## config.mk

```make
export PLATFORM = sky130hd
export DESIGN_NAME = usb_rx
export DESIGN_NICKNAME = d
export VERILOG_FILES = /design/src/source/usb_rx_pkg.sv /design/src/source/usb_line_recovery.sv /design/src/source/usb_packet_checker.sv /design/src/source/usb_packet_framer.sv /design/src/source/usb_rx.sv
export SDC_FILE = /design/constraint.sdc
export NUM_CORES = 1
export LEC_CHECK = 0
export BUFFER_PORTS_ARGS = -buffer_cell sky130_fd_sc_hd__buf_2
export CORE_ASPECT_RATIO = 0.75
export CORE_UTILIZATION = 45
export CTS_CLUSTER_DIAMETER = 200
export DETAILED_ROUTE_END_ITERATION = 16
export PLACE_DENSITY_LB_ADDON = 0.08
export SLEW_MARGIN = 20
export SYNTH_ARGS = -nofsm -noshare
export SYNTH_HDL_FRONTEND = slang
export SYNTH_SLANG_ARGS = --single-unit
```

## constraint.sdc

```tcl
create_clock -name clk_i -period 5.5 [get_ports clk_i]
set_input_delay 0.275 -clock clk_i [delete_from_list [all_inputs] [get_ports clk_i]]
set_output_delay 0.275 -clock clk_i [all_outputs]
set_load 0.005 [all_outputs]
```

## src/source/usb_rx_pkg.sv

```systemverilog
/*
 * Shared types and constants for the full-speed USB packet receiver.
 * Every stage and the testbench refer to these by scoped names.
 */
package usb_rx_pkg;

  // line state of one mid-bit sample, coded as {D+, D-}
  typedef enum logic [1:0] {
    LineSe0 = 2'b00,
    LineK   = 2'b01,
    LineJ   = 2'b10
  } usb_line_e;

  typedef struct packed {
    logic      valid;
    usb_line_e line;
  } usb_line_sample_t;

  // de-stuffed bit stream with packet framing, one bit per bit_valid
  typedef struct packed {
    logic bit_valid;
    logic bit_data;
    logic pkt_start;
    logic pkt_end;
    logic stuff_error;
  } usb_bit_stream_t;

  typedef enum logic [3:0] {
    PidReserved = 4'b0000,
    PidOut      = 4'b0001,
    PidAck      = 4'b0010,
    PidData0    = 4'b0011,
    PidPing     = 4'b0100,
    PidSof      = 4'b0101,
    PidNyet     = 4'b0110,
    PidData2    = 4'b0111,
    PidSplit    = 4'b1000,
    PidIn       = 4'b1001,
    PidNak      = 4'b1010,
    PidData1    = 4'b1011,
    PidPre      = 4'b1100,
    PidSetup    = 4'b1101,
    PidStall    = 4'b1110,
    PidMdata    = 4'b1111
  } usb_pid_e;

  // the first token bit on the wire is the lsb, so addr sits in the low bits
  typedef struct packed {
    logic [3:0] endp;
    logic [6:0] addr;
  } usb_token_ep_t;

  // SOF reads the same eleven bits as one frame number
  typedef union packed {
    usb_token_ep_t ep;
    logic [10:0]   frame_num;
  } usb_token_u;

  typedef struct packed {
    usb_pid_e pid;
    logic     valid_pid;
    logic     valid_packet;
    logic     crc5_error;
    logic     crc16_error;
    logic     pid_error;
    logic     bitstuff_error;
  } usb_rx_status_t;

  localparam logic [4:0]  Crc5Poly     = 5'b00101;
  localparam logic [4:0]  Crc5Residue  = 5'b01100;
  localparam logic [15:0] Crc16Poly    = 16'h8005;
  localparam logic [15:0] Crc16Residue = 16'h800d;

  // end of sync as seen in the line history, oldest sample in the msbs
  localparam logic [11:0] SyncPattern = {LineK, LineJ, LineK, LineJ, LineK, LineK};

endpackage

```

## src/source/usb_line_recovery.sv

```systemverilog
/*
 * Line state filter and bit clock recovery for the D+/D- pair.
 * Emits one mid-bit line sample per bit, locked to incoming edges.
 */
`timescale 1ns/1ns

module usb_line_recovery #(
  parameter int unsigned OversampleRate = 4
) (
  input  logic                        clk_i,
  input  logic                        rst_ni,
  input  logic                        usb_dp_i,
  input  logic                        usb_dn_i,
  output usb_rx_pkg::usb_line_sample_t sample_o
);

  localparam int unsigned PhaseW   = (OversampleRate > 1) ? $clog2(OversampleRate) : 1;
  localparam int unsigned MidPhase = OversampleRate / 2 - 1;
  localparam int unsigned LastPhase = OversampleRate - 1;

  logic [1:0]            pair;
  usb_rx_pkg::usb_line_e line_q, line_d;
  logic                  in_trans_q, in_trans_d;
  logic [PhaseW-1:0]     phase_q, phase_d;

  assign pair = {usb_dp_i, usb_dn_i};

  //////////////////////////////////////////////////
  // transition filter
  //////////////////////////////////////////////////

  // the two wires of the pair can change a clock apart, so any change first
  // parks the filter in a transition state for one clock
  // the pair is read again after that, once both wires have settled
  always_comb begin
    line_d     = line_q;
    in_trans_d = 1'b0;
    if (in_trans_q) begin
      line_d = usb_rx_pkg::usb_line_e'(pair);
    end else if (pair != line_q) begin
      in_trans_d = 1'b1;
    end
  end

  //////////////////////////////////////////////////
  // bit phase recovery
  //////////////////////////////////////////////////

  // every transition marks a bit edge, so the phase restarts there and the
  // sample is taken half a bit later
  always_comb begin
    if (in_trans_q) begin
      phase_d = '0;
    end else if (phase_q == PhaseW'(LastPhase)) begin
      phase_d = '0;
    end else begin
      phase_d = phase_q + 1'b1;
    end
  end

  always_ff @(posedge clk_i or negedge rst_ni) begin
    if (!rst_ni) begin
      line_q     <= usb_rx_pkg::LineSe0;
      in_trans_q <= 1'b0;
      phase_q    <= '0;
    end else begin
      line_q     <= line_d;
      in_trans_q <= in_trans_d;
      phase_q    <= phase_d;
    end
  end

  // a long run without edges keeps the phase free-running, one sample per bit
  assign sample_o.valid = (phase_q == PhaseW'(MidPhase));
  assign sample_o.line  = line_q;

endmodule

```

## src/source/usb_packet_checker.sv

```systemverilog
/*
 * PID, CRC and length checks on the de-stuffed bit stream, with token field
 * capture and data byte output. Status is judged at the end of each packet.
 */
`timescale 1ns/1ns

module usb_packet_checker (
  input  logic                        clk_i,
  input  logic                        rst_ni,
  input  usb_rx_pkg::usb_bit_stream_t stream_i,
  output logic                        pkt_end_o,
  output usb_rx_pkg::usb_rx_status_t  status_o,
  output usb_rx_pkg::usb_token_u      token_o,
  output logic [7:0]                  rx_data_o,
  output logic                        rx_data_put_o
);

  logic [8:0]                 pid_q, pid_d;
  logic                       pid_complete, pid_ok;
  logic                       payload_bit;
  logic [1:0]                 pid_class;
  logic                       is_token, is_data, is_handshake;
  logic [4:0]                 crc5_q, crc5_d;
  logic [15:0]                crc16_q, crc16_d;
  logic                       len16_q, len16_d;
  logic [3:0]                 len_q, len_d;
  logic                       token_len_ok, data_len_ok, handshake_len_ok;
  logic [11:0]                tok_sr_q, tok_sr_d;
  usb_rx_pkg::usb_token_u     token_q, token_d;
  logic [8:0]                 data_sr_q, data_sr_d;
  usb_rx_pkg::usb_rx_status_t status_now, status_q;

  //////////////////////////////////////////////////
  // PID capture
  //////////////////////////////////////////////////

  // a sentinel 1 reaches bit 0 once all eight PID bits are in, lsb first
  always_comb begin
    pid_d = pid_q;
    if (stream_i.pkt_start) begin
      pid_d = 9'b1_0000_0000;
    end else if (stream_i.bit_valid && !pid_complete) begin
      pid_d = {stream_i.bit_data, pid_q[8:1]};
    end
  end

  assign pid_complete = pid_q[0];
  assign pid_ok       = pid_complete && (pid_q[4:1] == ~pid_q[8:5]);
  assign payload_bit  = stream_i.bit_valid && pid_complete;

  // the two low PID bits give the packet class
  assign pid_class    = pid_q[2:1];
  assign is_token     = (pid_class == 2'b01);
  assign is_data      = (pid_class == 2'b11);
  assign is_handshake = (pid_class == 2'b10);

  //////////////////////////////////////////////////
  // CRC and length
  //////////////////////////////////////////////////

  // both CRCs run over every payload bit, the packet class picks one later
  always_comb begin
    crc5_d  = crc5_q;
    crc16_d = crc16_q;
    if (stream_i.pkt_start) begin
      crc5_d  = '1;
      crc16_d = '1;
    end else if (payload_bit) begin
      crc5_d  = {crc5_q[3:0], 1'b0} ^
                ({5{stream_i.bit_data ^ crc5_q[4]}} & usb_rx_pkg::Crc5Poly);
      crc16_d = {crc16_q[14:0], 1'b0} ^
                ({16{stream_i.bit_data ^ crc16_q[15]}} & usb_rx_pkg::Crc16Poly);
    end
  end

  // len_q counts modulo 16 and len16_q remembers that 16 bits went by
  always_comb begin
    len16_d = len16_q;
    len_d   = len_q;
    if (stream_i.pkt_start) begin
      len16_d = 1'b0;
      len_d   = '0;
    end else if (payload_bit) begin
      len16_d = len16_q | (&len_q);
      len_d   = len_q + 4'd1;
    end
  end

  assign token_len_ok     = len16_q && (len_q == 4'd0);
  assign data_len_ok      = len16_q && (len_q[2:0] == 3'd0);
  assign handshake_len_ok = !len16_q && (len_q == 4'd0);

  //////////////////////////////////////////////////
  // token fields and data bytes
  //////////////////////////////////////////////////

  // token_q loads on the same clock as the eleventh bit, when the sentinel
  // is one step from the end of the shift register
  always_comb begin
    tok_sr_d = tok_sr_q;
    token_d  = token_q;
    if (stream_i.pkt_start) begin
      tok_sr_d = 12'b1000_0000_0000;
    end else if (payload_bit && is_token && !tok_sr_q[0]) begin
      tok_sr_d = {stream_i.bit_data, tok_sr_q[11:1]};
      if (tok_sr_q[1]) begin
        token_d = {stream_i.bit_data, tok_sr_q[11:2]};
      end
    end
  end

  // a full byte is put out for one clock and the buffer reloads behind it
  always_comb begin
    data_sr_d = data_sr_q;
    if (stream_i.pkt_start || data_sr_q[0]) begin
      data_sr_d = 9'b1_0000_0000;
    end else if (payload_bit && is_data) begin
      data_sr_d = {stream_i.bit_data, data_sr_q[8:1]};
    end
  end

  //////////////////////////////////////////////////
  // status
  //////////////////////////////////////////////////

  always_comb begin
    status_now.pid          = usb_rx_pkg::usb_pid_e'(pid_q[4:1]);
    status_now.valid_pid    = pid_ok;
    status_now.valid_packet = pid_ok && !stream_i.stuff_error &&
                              ((is_handshake && handshake_len_ok) ||
                               (is_token && token_len_ok &&
                                (crc5_q == usb_rx_pkg::Crc5Residue)) ||
                               (is_data && data_len_ok &&
                                (crc16_q == usb_rx_pkg::Crc16Residue)));
    status_now.crc5_error     = is_token && (crc5_q != usb_rx_pkg::Crc5Residue);
    status_now.crc16_error    = is_data && (crc16_q != usb_rx_pkg::Crc16Residue);
    status_now.pid_error      = !pid_ok;
    status_now.bitstuff_error = stream_i.stuff_error;
  end

  always_ff @(posedge clk_i or negedge rst_ni) begin
    if (!rst_ni) begin
      pid_q     <= '0;
      crc5_q    <= '0;
      crc16_q   <= '0;
      len16_q   <= 1'b0;
      len_q     <= '0;
      tok_sr_q  <= '0;
      token_q   <= '0;
      data_sr_q <= '0;
      status_q  <= '0;
    end else begin
      pid_q     <= pid_d;
      crc5_q    <= crc5_d;
      crc16_q   <= crc16_d;
      len16_q   <= len16_d;
      len_q     <= len_d;
      tok_sr_q  <= tok_sr_d;
      token_q   <= token_d;
      data_sr_q <= data_sr_d;
      // the judgement is kept from the end of one packet to the start of the next
      if (stream_i.pkt_start) begin
        status_q <= '0;
      end else if (stream_i.pkt_end) begin
        status_q <= status_now;
      end
    end
  end

  assign pkt_end_o     = stream_i.pkt_end;
  assign status_o      = stream_i.pkt_end ? status_now : status_q;
  assign token_o       = token_q;
  assign rx_data_o     = data_sr_q[8:1];
  assign rx_data_put_o = data_sr_q[0];

endmodule

```

## src/source/usb_packet_framer.sv

```systemverilog
/*
 * Packet framing on the recovered line samples: sync and EOP detection,
 * NRZI decoding and bit-stuff removal. Feeds a de-stuffed bit stream
 * with start and end markers to the packet checker.
 */
`timescale 1ns/1ns

module usb_packet_framer #(
  parameter int unsigned EopSe0Bits = 2
) (
  input  logic                         clk_i,
  input  logic                         rst_ni,
  input  usb_rx_pkg::usb_line_sample_t sample_i,
  output usb_rx_pkg::usb_bit_stream_t  stream_o,
  output logic                         pkt_start_o
);

  logic [11:0] history_q, history_d;
  logic        in_pkt_q, in_pkt_d;
  logic        pkt_start, pkt_end;
  logic        see_sync, see_eop;
  logic [1:0]  prev_line, cur_line;
  logic        both_jk;
  logic        nrzi_valid, nrzi_bit;
  logic [2:0]  ones_q, ones_d;
  logic        stuff_drop, stuff_hit;
  logic        stuff_err_q, stuff_err_d;

  //////////////////////////////////////////////////
  // line history and packet boundaries
  //////////////////////////////////////////////////

  // the six most recent mid-bit samples, newest in the low bits
  assign history_d = sample_i.valid ? {history_q[9:0], sample_i.line} : history_q;

  assign see_sync = (history_q == usb_rx_pkg::SyncPattern);

  // SE0 for the configured number of bit times closes the packet
  assign see_eop = ((EopSe0Bits == 1) && (history_q[1:0] == usb_rx_pkg::LineSe0)) ||
                   (history_q[3:0] == {usb_rx_pkg::LineSe0, usb_rx_pkg::LineSe0});

  always_comb begin
    in_pkt_d = in_pkt_q;
    // a stuff error ends the packet right away, without waiting for a sample
    if (in_pkt_q && stuff_err_q) begin
      in_pkt_d = 1'b0;
    end else if (sample_i.valid) begin
      if (!in_pkt_q && see_sync) begin
        in_pkt_d = 1'b1;
      end else if (in_pkt_q && see_eop) begin
        in_pkt_d = 1'b0;
      end
    end
  end

  assign pkt_start = in_pkt_d & ~in_pkt_q;
  assign pkt_end   = ~in_pkt_d & in_pkt_q;

  //////////////////////////////////////////////////
  // NRZI decode
  //////////////////////////////////////////////////

  // each decoded bit comes from the last two samples, so decoding runs one
  // bit behind the line and the first PID bit shows up after sync is seen
  assign prev_line = history_q[3:2];
  assign cur_line  = history_q[1:0];
  assign both_jk   = ((prev_line == usb_rx_pkg::LineJ) || (prev_line == usb_rx_pkg::LineK)) &&
                     ((cur_line == usb_rx_pkg::LineJ) || (cur_line == usb_rx_pkg::LineK));

  // no change between two bits is a 1, a change is a 0
  assign nrzi_bit   = (prev_line == cur_line);
  assign nrzi_valid = in_pkt_q && sample_i.valid && both_jk;

  //////////////////////////////////////////////////
  // bit-stuff removal
  //////////////////////////////////////////////////

  // count of consecutive ones, saturating at six where a stuffed 0 is due
  always_comb begin
    ones_d = ones_q;
    if (pkt_start || pkt_end) begin
      ones_d = '0;
    end else if (nrzi_valid) begin
      if (!nrzi_bit) begin
        ones_d = '0;
      end else if (ones_q != 3'd6) begin
        ones_d = ones_q + 3'd1;
      end
    end
  end

  // the bit after six ones is dropped, and a seventh one is an error
  assign stuff_drop = (ones_q == 3'd6);
  assign stuff_hit  = nrzi_valid && stuff_drop && nrzi_bit;

  always_comb begin
    stuff_err_d = stuff_err_q;
    if (pkt_start) begin
      stuff_err_d = 1'b0;
    end else if (stuff_hit) begin
      stuff_err_d = 1'b1;
    end
  end

  always_ff @(posedge clk_i or negedge rst_ni) begin
    if (!rst_ni) begin
      history_q   <= {6{usb_rx_pkg::LineK}};
      in_pkt_q    <= 1'b0;
      ones_q      <= '0;
      stuff_err_q <= 1'b0;
    end else begin
      history_q   <= history_d;
      in_pkt_q    <= in_pkt_d;
      ones_q      <= ones_d;
      stuff_err_q <= stuff_err_d;
    end
  end

  assign stream_o.bit_valid   = nrzi_valid && !stuff_drop;
  assign stream_o.bit_data    = nrzi_bit;
  assign stream_o.pkt_start   = pkt_start;
  assign stream_o.pkt_end     = pkt_end;
  assign stream_o.stuff_error = stuff_err_q;

  assign pkt_start_o = pkt_start;

endmodule

```

## src/source/usb_rx.sv

```systemverilog
/*
 * Full-speed USB packet receiver top level. Takes the synchronized D+/D-
 * pair and puts out packet status, token fields and received data bytes.
 */
`timescale 1ns/1ns

module usb_rx #(
  parameter int unsigned OversampleRate = 4,
  parameter int unsigned EopSe0Bits     = 2
) (
  input  logic                       clk_i,
  input  logic                       rst_ni,
  input  logic                       usb_dp_i,
  input  logic                       usb_dn_i,
  output logic                       pkt_start_o,
  output logic                       pkt_end_o,
  output usb_rx_pkg::usb_rx_status_t status_o,
  output usb_rx_pkg::usb_token_u     token_o,
  output logic [7:0]                 rx_data_o,
  output logic                       rx_data_put_o
);

  usb_rx_pkg::usb_line_sample_t line_sample;
  usb_rx_pkg::usb_bit_stream_t  bit_stream;

  usb_line_recovery #(
    .OversampleRate(OversampleRate)
  ) usb_line_recovery_i (
    .clk_i   (clk_i),
    .rst_ni  (rst_ni),
    .usb_dp_i(usb_dp_i),
    .usb_dn_i(usb_dn_i),
    .sample_o(line_sample)
  );

  usb_packet_framer #(
    .EopSe0Bits(EopSe0Bits)
  ) usb_packet_framer_i (
    .clk_i      (clk_i),
    .rst_ni     (rst_ni),
    .sample_i   (line_sample),
    .stream_o   (bit_stream),
    .pkt_start_o(pkt_start_o)
  );

  usb_packet_checker usb_packet_checker_i (
    .clk_i        (clk_i),
    .rst_ni       (rst_ni),
    .stream_i     (bit_stream),
    .pkt_end_o    (pkt_end_o),
    .status_o     (status_o),
    .token_o      (token_o),
    .rx_data_o    (rx_data_o),
    .rx_data_put_o(rx_data_put_o)
  );

endmodule

```

==> impl_metrics.toml, run 1 <==
[synthesis]
ys_ff_latch = 99
synth_ff_type = "dfrtp_1"
syn_area_per_cell_um2 = 11.5
syn_inst = 394
syn-cell-area_um2 = 4540
ys_seq_area_share_pct = 54.7
ys_types = 59
ys_warn_count = 0
synth-edff-count = 0
synthArstFlopShare_pct = 100
synth_nets = 410

[die]
rows = 31
initial_core_util_pct = 46.7
die_h_um = 89.0
dieArea_um2 = 10500
coreArea_um2 = 9740
ios = 36
dieWidth_um = 118

[clock_tree]
cts.reportedPaths.clkPinSlew_ps = 60
root_buffer = "clkbuf_16"
cts_resized = 0
cts_max_level = 3
cts_tree = "yes"
worstSkewPairLatency_ps = 340
clockBufferDepth = 2
clock_sinks = 99
cts_made_buffers = 9

[global_routing]
grt_overflow = 0
first_global_vias = 2790
grt_use_total_pct = 18.0
grt_max_degree = 64
grt_pass1_wl_um = 14500
antenna_found_initial = 0

[setup_path]
worst-setup-path-type = "flop to primary output"
critPathMaxFanout = 20
r2r_cells = 6
cp-start-kind = "flop"
crit_required_ps = 5220
endpoint_kind = "primary output"
reg2reg_setup_slack_ps = 2210
worstPathArrival_ps = 3370

[power_and_ir_drop]
p_per_area_nw_per_um2 = 346
clkPwrFrac_pct = 33.7
power_mw = 1.76
vdd_drop_max_uv = 196
internal_power_mw = 1.29
p_leak_nw = 2.59
sw_frac_of_total_pct = 26.8
p_sw_uw = 472
seqPwrFrac_pct = 49.8
pwr-share-comb_pct = 16.5

[timing]
rsz0062_at_grt = "false"
maxSlewViolCount = 0
tightest_slew_ps = 965
setup_violations = 0
relSlewSlack_pct = 35.5
period_minus_slack_ps = 3640
max_freq_mhz = 274
period_share_pct = 66.3
setup_tns_ps = 0
clock-skew-final_ps = 3.78
finalHoldViolCount = 0

[hold_path]
min_path_type = "input port to flop"
min_path_cells = 2

[route]
vias = 2912
drt_first_pass_iters = 4
route.detailed.drc = 0
routed_wl_um = 8630
vias_per_cell = 5.21
drtIter0Drc = 158
ant_nets = 0
post_drt_wl_per_cell_um = 15.4

[run_status]
outcome = "finished clean"

[cells_and_area]
multi_input_area_um2 = 1880
drive_above_1_share_pct = 22.0
layout_common_cells = "dfrtp_1, nand2_1, buf_2, nor2_1, mux2_2"
nFillCells = 897
design_area_um2 = 5090
fin_nets = 439
regArea_um2 = 2480
layout_commonest_cell = "dfrtp_1"
n_antenna_cell = 0
syn2layout_area_growth_pct = 12.1

[placement]
hpwl_um = 5670
place_congestion = 0.715
placed_area_um2 = 4800
port_buffers = 35

[job]
drv_cap = 0
## worst max-delay path: stages (launching register included)
cell and delay (ps):
dfrtp_1 380, inv_1 60, ha_1 610, a311o_1 290, o31a_1 160, ha_1 590, nand4_1 410, o32ai_1 360
buf_2 160
## kinds of logic after synthesis
kind of cell	share of synthesized area, %
muxes	11.0
adders and majority gates	3.31
DFF	54.7
and+or+nand+nor	15.7
xor gates and xnor gates	3.69
buffers and inverters	3.86
AOI/OAI and AO/OA	7.74
## layout make-up
cell class	instances	share of cell area [%]
Inverter	16	1.18
Clock inverter	2	0.197
Multi-Input combinational cell	257	37.0
Sequential cell	99	48.8
Timing Repair Buffer	40	4.28
Clock buffer	13	5.31
Tap cell	132	3.24
## synth_stat cells (9+ instances only)
master	n	area share [%]
inv_1	15	1.2
ha_1	12	3.3
nor2_1	26	2.1
dfrtp_1	93	51
clkbuf_1	10	0.83
and2_1	9	1.2
nand3_1	17	1.9
mux2_4	9	3.0
mux2i_1	16	3.5
nand2_1	49	4.0
a22o_1	10	1.9
xnor2_1	10	1.9
mux2_2	18	4.5
## layer usage
metal  vias up  track usage (%)  wire length [um]
met5         -                0                 0
met2        43             24.2              3510
li1       1420                -                 -
met4         0             6.64               123
met1      1438             26.9              4640
met3        11             5.74               358
## registers in the layout, indices dropped and copies added (netlist names), 2 cells and up
| register | cells |
|---|---|
| usb_packet_checker_i.data_sr_q | 9 |
| usb_packet_checker_i.crc5_q | 5 |
| usb_packet_framer_i.ones_q | 3 |
| usb_packet_checker_i.token_o | 11 |
| usb_line_recovery_i.line_q | 2 |
| usb_packet_checker_i.tok_sr_q | 12 |
| usb_packet_checker_i.len_q | 4 |
| usb_packet_framer_i.history_q | 12 |
| usb_line_recovery_i.phase_q | 2 |
| usb_packet_checker_i.status_q | 10 |
| usb_packet_checker_i.pid_q | 9 |
| usb_packet_checker_i.crc16_q | 16 |
## repair_timing
item                                    in CTS  in global routing
hold endpoints to repair                    36                  0
setup buffers                                0                  0
hold buffers                                 1                  0
endpoints found under the setup margin       0                  0
## through the flow
stage	hold slack [ps]	cells	worst slack (ps)	util, %
after floorplan	-20.6	394	2950	-
after global placement	256	543	2310	49.3
after detailed placement	259	543	2190	49.3
after CTS	180	559	1850	52.3
after global routing	198	559	1530	52.3
final	189	559	1860	52.3
## power groups by stage
stage	Sequential (mW)	Combinational (mW)	Clock, mW
after CTS	0.877	0.295	0.610
after detailed placement	0.891	0.291	0
after global placement	0.887	0.290	0
after global routing	0.889	0.333	0.637
after floorplan	0.872	0.229	0
final	0.877	0.290	0.593
## final timing paths
| kind | start | endpoint |
|---|---|---|
| hold / removal | usb_dn_i | usb_line_recovery_i.line_q[0] |
| max in group asynchronous | rst_ni | usb_packet_checker_i.data_sr_q[5] |
| min in group asynchronous | rst_ni | usb_packet_checker_i.crc16_q[4] |
| setup / recovery | usb_line_recovery_i.phase_q[1] | status_o[4] |
| setup reg to reg | usb_line_recovery_i.phase_q[1] | usb_packet_checker_i.tok_sr_q[5] |
| hold reg to reg | usb_line_recovery_i.phase_q[0] | usb_line_recovery_i.phase_q[0] |
(Power assumes the default switching activity.)
==> run 2, diff against run 1 <==
==> constraint.sdc (replaced) <==
create_clock -name clk_i -period 3.6 [get_ports clk_i]
set_input_delay 0.18 -clock clk_i [delete_from_list [all_inputs] [get_ports clk_i]]
set_output_delay 0.18 -clock clk_i [all_outputs]
set_load 0.005 [all_outputs]
==> run 2 against run 1 <==
Effect of this change:
- the flow now finishes with violations (hold timing)
- cell area is 0.71% higher
- critical path depth stayed put
- setup slack worse by 1500 ps
- core utilization is 0.37 points higher
- wire length is 1.2% lower
- sequential cell count stayed put
- first-iteration DRC count is 0.63% higher
- critical path type unchanged
- critical endpoint unchanged
- largest cell class unchanged
==> impl_metrics.toml, run 2 (synthesis results as in run 1) <==
[global_routing]
first_global_vias = 2818
grt_use_total_pct = 17.7
grt_pass1_wl_um = 14500
grt_overflow = 0
antenna_found_initial = 0
grt_max_degree = 77

[cells_and_area]
reg_top3 = "usb_packet_checker_i.crc16_q x16, usb_packet_checker_i.tok_sr_q x12, usb_packet_framer_i.history_q x12"
largest_reg_flops = 16
n_antenna_cell = 0
post-route-util_pct = 52.7
fin_cells = 561
syn2layout_area_growth_pct = 12.9
nFillCells = 885
layout_common_cells = "dfrtp_1, nand2_1, buf_2, nor2_1, mux2_2"
drive_above_1_share_pct = 21.9
layout_commonest_cell = "dfrtp_1"
fin_nets = 440
top_register = "usb_packet_checker_i.crc16_q"

[power_and_ir_drop]
p_sw_uw = 734
sw_frac_of_total_pct = 26.2
internal_power_mw = 2.06
p_leak_nw = 2.61
power_mw = 2.80
seqPwrFrac_pct = 48.0
clkPwrFrac_pct = 35.7
p_per_area_nw_per_um2 = 545
vdd_drop_max_uv = 501
pwr-share-comb_pct = 16.4

[placement]
port_buffers = 35
dp.cells = 545
hpwl_um = 5650
place_congestion = 0.740
dpl_worst_slack_ps = 729

[clock_tree]
cts_tree = "yes"
cts_max_level = 3
worstSkewPairLatency_ps = 340
cts_made_buffers = 9
clockBufferDepth = 2
holdBufCountCts = 0
root_buffer = "clkbuf_16"
post_cts_buffers = 0
cts_resized = 0
clock_sinks = 99
cts.reportedPaths.clkPinSlew_ps = 70

[setup_path]
crit_required_ps = 3420
worstPathArrival_ps = 3040
r2r_cells = 9
reg2reg_to = "usb_packet_checker_i.tok_sr_q[11]"
crit_buf_inv = 2
crit_chain = "inv_1, ha_1, a311o_1, o31a_1, ha_1, nand4_1, o32ai_1, buf_2"
cp_top_family = "adder cells"
max_stage_delay_ps = 580
critPathMaxFanout = 16
slowest_stage = "ha_1"
crit_top_cell = "ha_1"
r2r-start = "usb_line_recovery_i.phase_q[1]"
endpoint_kind = "primary output"
reg2reg_setup_slack_ps = 790
cp-start-kind = "flop"
worst-setup-path-type = "flop to primary output"

[timing]
rsz0062_at_grt = "false"
maxSlewViolCount = 0
period_minus_slack_ps = 3220
setup_violations = 0
max_freq_mhz = 310
finalHoldViolCount = 11
period_share_pct = 89.6
worst_slack_ps = 375
hold_ws_ps = -24.4
clock-skew-final_ps = 10.2
relSlewSlack_pct = 37.5
setup_tns_ps = 0
tightest_slew_ps = 938

[die]
coreArea_um2 = 9740
initial_core_util_pct = 46.7
dieWidth_um = 118
rows = 31
die_h_um = 89.0
ios = 36
dieArea_um2 = 10500

[route]
routed_wl_um = 8530
vias = 2929
post_drt_wl_per_cell_um = 15.2
drtIter0Drc = 159
vias_per_cell = 5.22
route.detailed.drc = 0
drt_first_pass_iters = 4
ant_nets = 0

[hold_path]
min_path_type = "input port to async pin"

[run_status]
outcome = "finished, violations left"
violations = "hold timing"

[job]
drv_cap = 0
-- run 2: how the worst max path moves through the flow --
stage                                                 from                         endpoint  slack, ps  cells past startpoint
after floorplan           usb_packet_framer_i.history_q[2]    usb_packet_checker_i.len_q[0]       1060                     10
after global placement    usb_packet_framer_i.history_q[2]  usb_packet_checker_i.token_o[0]        580                      6
after detailed placement    usb_line_recovery_i.phase_q[1]                      status_o[4]        730                      8
after CTS                   usb_line_recovery_i.phase_q[1]                      status_o[4]        320                      8
after global routing        usb_line_recovery_i.phase_q[1]                      status_o[4]         70                      8
final                       usb_line_recovery_i.phase_q[1]                      status_o[4]        380                      8
-- run 2: routing by layer --
| metal | track usage [%] | vias to the layer above | share of wire (%) |
|---|---|---|---|
| li1 | - | 1420 | - |
| met1 | 25.7 | 1442 | 53 |
| met2 | 25.8 | 57 | 41 |
| met3 | 4.78 | 10 | 4.2 |
| met4 | 5.83 | 0 | 1.0 |
| met5 | 0 | - | 0 |
-- run 2: through the flow --
| step | cell area, um^2 | hold WS, ps |
|---|---|---|
| floorplan | 4540 | -116 |
| global placement | 4810 | 397 |
| detailed placement | 4820 | 397 |
| CTS | 5130 | 31.7 |
| global route | 5130 | 73.1 |
| finish | 5130 | -24.4 |
-- run 2: worst register-to-register path: cells and delay by family, from the launching register on --
kind / cells / cell delay, ps
adder cells (fa/ha/maj): 2 / 590
buffers and inverters: 3 / 380
flip-flops: 1 / 380
AO/OA/AOI/OAI: 4 / 1320
-- run 2: layout make-up --
cell class                 instances  area, um^2  share of cell area (%)
clock inverter                     3        65.1                    1.27
timing repair buffer              41         223                    4.34
sequential                        99        2480                    48.5
inverter                          16        60.1                    1.17
tap                              132         165                    3.22
clock buffer                      13         240                    4.69
multi-input combinational        257        1890                    36.8
-- run 2: power by group through the flow --
stage / clock network [mW] / registers (mW) / logic [mW]
final: 0.997 / 1.34 / 0.457
after global routing: 1.06 / 1.36 / 0.526
after CTS: 1.02 / 1.34 / 0.466
after detailed placement: 0 / 1.36 / 0.460
after global placement: 0 / 1.35 / 0.465
after floorplan: 0 / 1.33 / 0.350
==> run 3, diff against run 2 <==
--- a/config.mk
+++ b/config.mk
@@ -10,7 +10,7 @@
 export CORE_UTILIZATION = 45
 export CTS_CLUSTER_DIAMETER = 200
 export DETAILED_ROUTE_END_ITERATION = 16
-export PLACE_DENSITY_LB_ADDON = 0.08
+export MAX_ROUTING_LAYER = met4
 export SLEW_MARGIN = 20
 export SYNTH_ARGS = -nofsm -noshare
 export SYNTH_HDL_FRONTEND = slang
==> constraint.sdc (replaced) <==
create_clock -name clk_i -period 3.89 [get_ports clk_i]
set_input_delay 0.1945 -clock clk_i [delete_from_list [all_inputs] [get_ports clk_i]]
set_output_delay 0.1945 -clock clk_i [all_outputs]
set_load 0.005 [all_outputs]
==> run 3 against run 2 <==
Effect of this change:
- the run still ends with hold timing left
- cell area hardly changed
- register-to-register slack worse by 70 ps
- final cell count stayed put
- setup slack better by 350 ps
- critical path type is now flop to flop
==> impl_metrics.toml, run 3 (synthesis results as in run 1) <==
[clock_tree]
clock_sinks = 99
cts.reportedPaths.clkPinSlew_ps = 70
worstSkewPairLatency_ps = 340
post_cts_buffers = 0
holdBufCountCts = 0
cts_resized = 0
cts_made_buffers = 9
cts_max_level = 3
root_buffer = "clkbuf_16"
cts_tree = "yes"
clockBufferDepth = 2

[setup_path]
r2r_cells = 8
reg2reg_setup_slack_ps = 720
endpoint_kind = "flop"
crit_chain = "inv_1, ha_1, nand4b_1, o31a_1, inv_1, ha_1, clkinv_1, and2_1"
worst-setup-path-type = "flop to flop"
slowest_stage = "clkinv_1"
reg2reg_to = "usb_packet_checker_i.status_q[3]"
worstPathArrival_ps = 3390
crit_required_ps = 4110
crit_end = "usb_packet_checker_i.status_q[3]"
startpoint = "usb_line_recovery_i.phase_q[1]"
max_stage_delay_ps = 710
critPathMaxFanout = 28
cp-start-kind = "flop"
r2r-start = "usb_line_recovery_i.phase_q[1]"

[route]
drt_first_pass_iters = 4
vias_per_cell = 5.29
route.detailed.drc = 0
vias = 2966
ant_nets = 0
drtIter0Drc = 154
post_drt_wl_per_cell_um = 15.2
routed_wl_um = 8550

[global_routing]
grt_overflow = 0
grt_pass1_wl_um = 14300
antenna_found_initial = 0
first_global_vias = 2765
grt_max_degree = 75
grt_use_total_pct = 18.2

[die]
dieArea_um2 = 10500
coreArea_um2 = 9740
dieWidth_um = 118
ios = 36
initial_core_util_pct = 46.7
rows = 31
die_h_um = 89.0

[power_and_ir_drop]
p_leak_nw = 2.61
pwr-share-comb_pct = 16.0
sw_frac_of_total_pct = 26.7
p_sw_uw = 684
internal_power_mw = 1.87
vdd_drop_max_uv = 342
clkPwrFrac_pct = 35.6
p_per_area_nw_per_um2 = 499
power_mw = 2.56
seqPwrFrac_pct = 48.4

[timing]
setup_violations = 0
period_share_pct = 81.4
tightest_slew_ps = 914
relSlewSlack_pct = 39.0
clock-skew-final_ps = 5.49
rsz0062_at_grt = "false"
maxSlewViolCount = 0
finalHoldViolCount = 21
period_minus_slack_ps = 3170
setup_tns_ps = 0
hold_ws_ps = -25.6
max_freq_mhz = 316

[cells_and_area]
fin_cells = 561
regArea_um2 = 2480
reg_top3 = "usb_packet_checker_i.crc16_q x16, usb_packet_checker_i.tok_sr_q x12, usb_packet_framer_i.history_q x12"
multi_input_area_um2 = 1880
syn2layout_area_growth_pct = 12.9
drive_above_1_share_pct = 22.8
largest_reg_flops = 16
post-route-util_pct = 52.7
n_antenna_cell = 0
layout_commonest_cell = "dfrtp_1"
fin_nets = 440
layout_common_cells = "dfrtp_1, nand2_1, buf_2, nor2_1, mux2_2"
top_register = "usb_packet_checker_i.crc16_q"
nFillCells = 861

[placement]
hpwl_um = 5720
dp.cells = 545
port_buffers = 35
place_congestion = 0.764

[job]
drv_cap = 0

[run_status]
violations = "hold timing"
outcome = "finished, violations left"

[hold_path]
min_path_type = "input port to async pin"
[run 3: cell count changes in the layout (fill, tap and decap cells not counted), sizes merged]
cell | previous run | this run
clkinv | 2 | 3
bufinv | 2 | 1
inv | 15 | 16
clkbuf | 13 | 11
clkinvlp | 0 | 1
[run 3: layout make-up]
type,count,share of cell area [%]
Multi-Input combinational cell,257,36.7
Tap cell,132,3.22
Timing Repair Buffer,41,4.34
Sequential cell,99,48.5
Clock buffer,11,4.93
Inverter,16,1.17
Clock inverter,5,1.17
[run 3: power groups by stage]
stage          Clock, mW  Combinational (mW)  Sequential, mW
3_3_place_gp           0               0.405            1.25
6_report           0.912               0.409            1.24
2_1_floorplan          0               0.324            1.23
5_1_grt            0.976               0.472            1.26
4_1_cts            0.938               0.418            1.24
3_5_place_dp           0               0.417            1.26
[run 3: stage by stage]
stage	instance area [um^2]	setup WS (ps)	hold slack [ps]
global route	5130	404	53.4
detailed placement	4810	706	392
finish	5130	722	-25.6
floorplan	4540	1350	-101
global placement	4810	796	393
CTS	5130	690	26.4
[run 3: critical path, delay by kind of cell (launching register included)]
kind	cells	cell delay, ps
fa+ha+maj	2	970
buf+inv	3	850
flops	1	380
simple gates	2	550
compound gates	1	290
[run 3: per-layer routing]
metal	up-vias	routed length [um]	share of wire, %	track usage, %
li1	1422	-	-	-
met1	1479	4380	51	25.0
met2	57	3730	44	26.3
met3	8	335	3.9	4.66
met4	0	110	1.3	5.83
met5	-	0	0	-
[run 3: worst min-delay path by stage]
stage,cells after the start,to,from
detailed placement,1,usb_packet_checker_i.token_o[3],rst_ni
CTS,1,usb_packet_checker_i.token_o[3],rst_ni
floorplan,0,usb_line_recovery_i.in_trans_q,rst_ni
global route,1,usb_packet_checker_i.token_o[3],rst_ni
global placement,1,usb_packet_checker_i.token_o[3],rst_ni
finish,1,usb_packet_checker_i.token_o[3],rst_ni
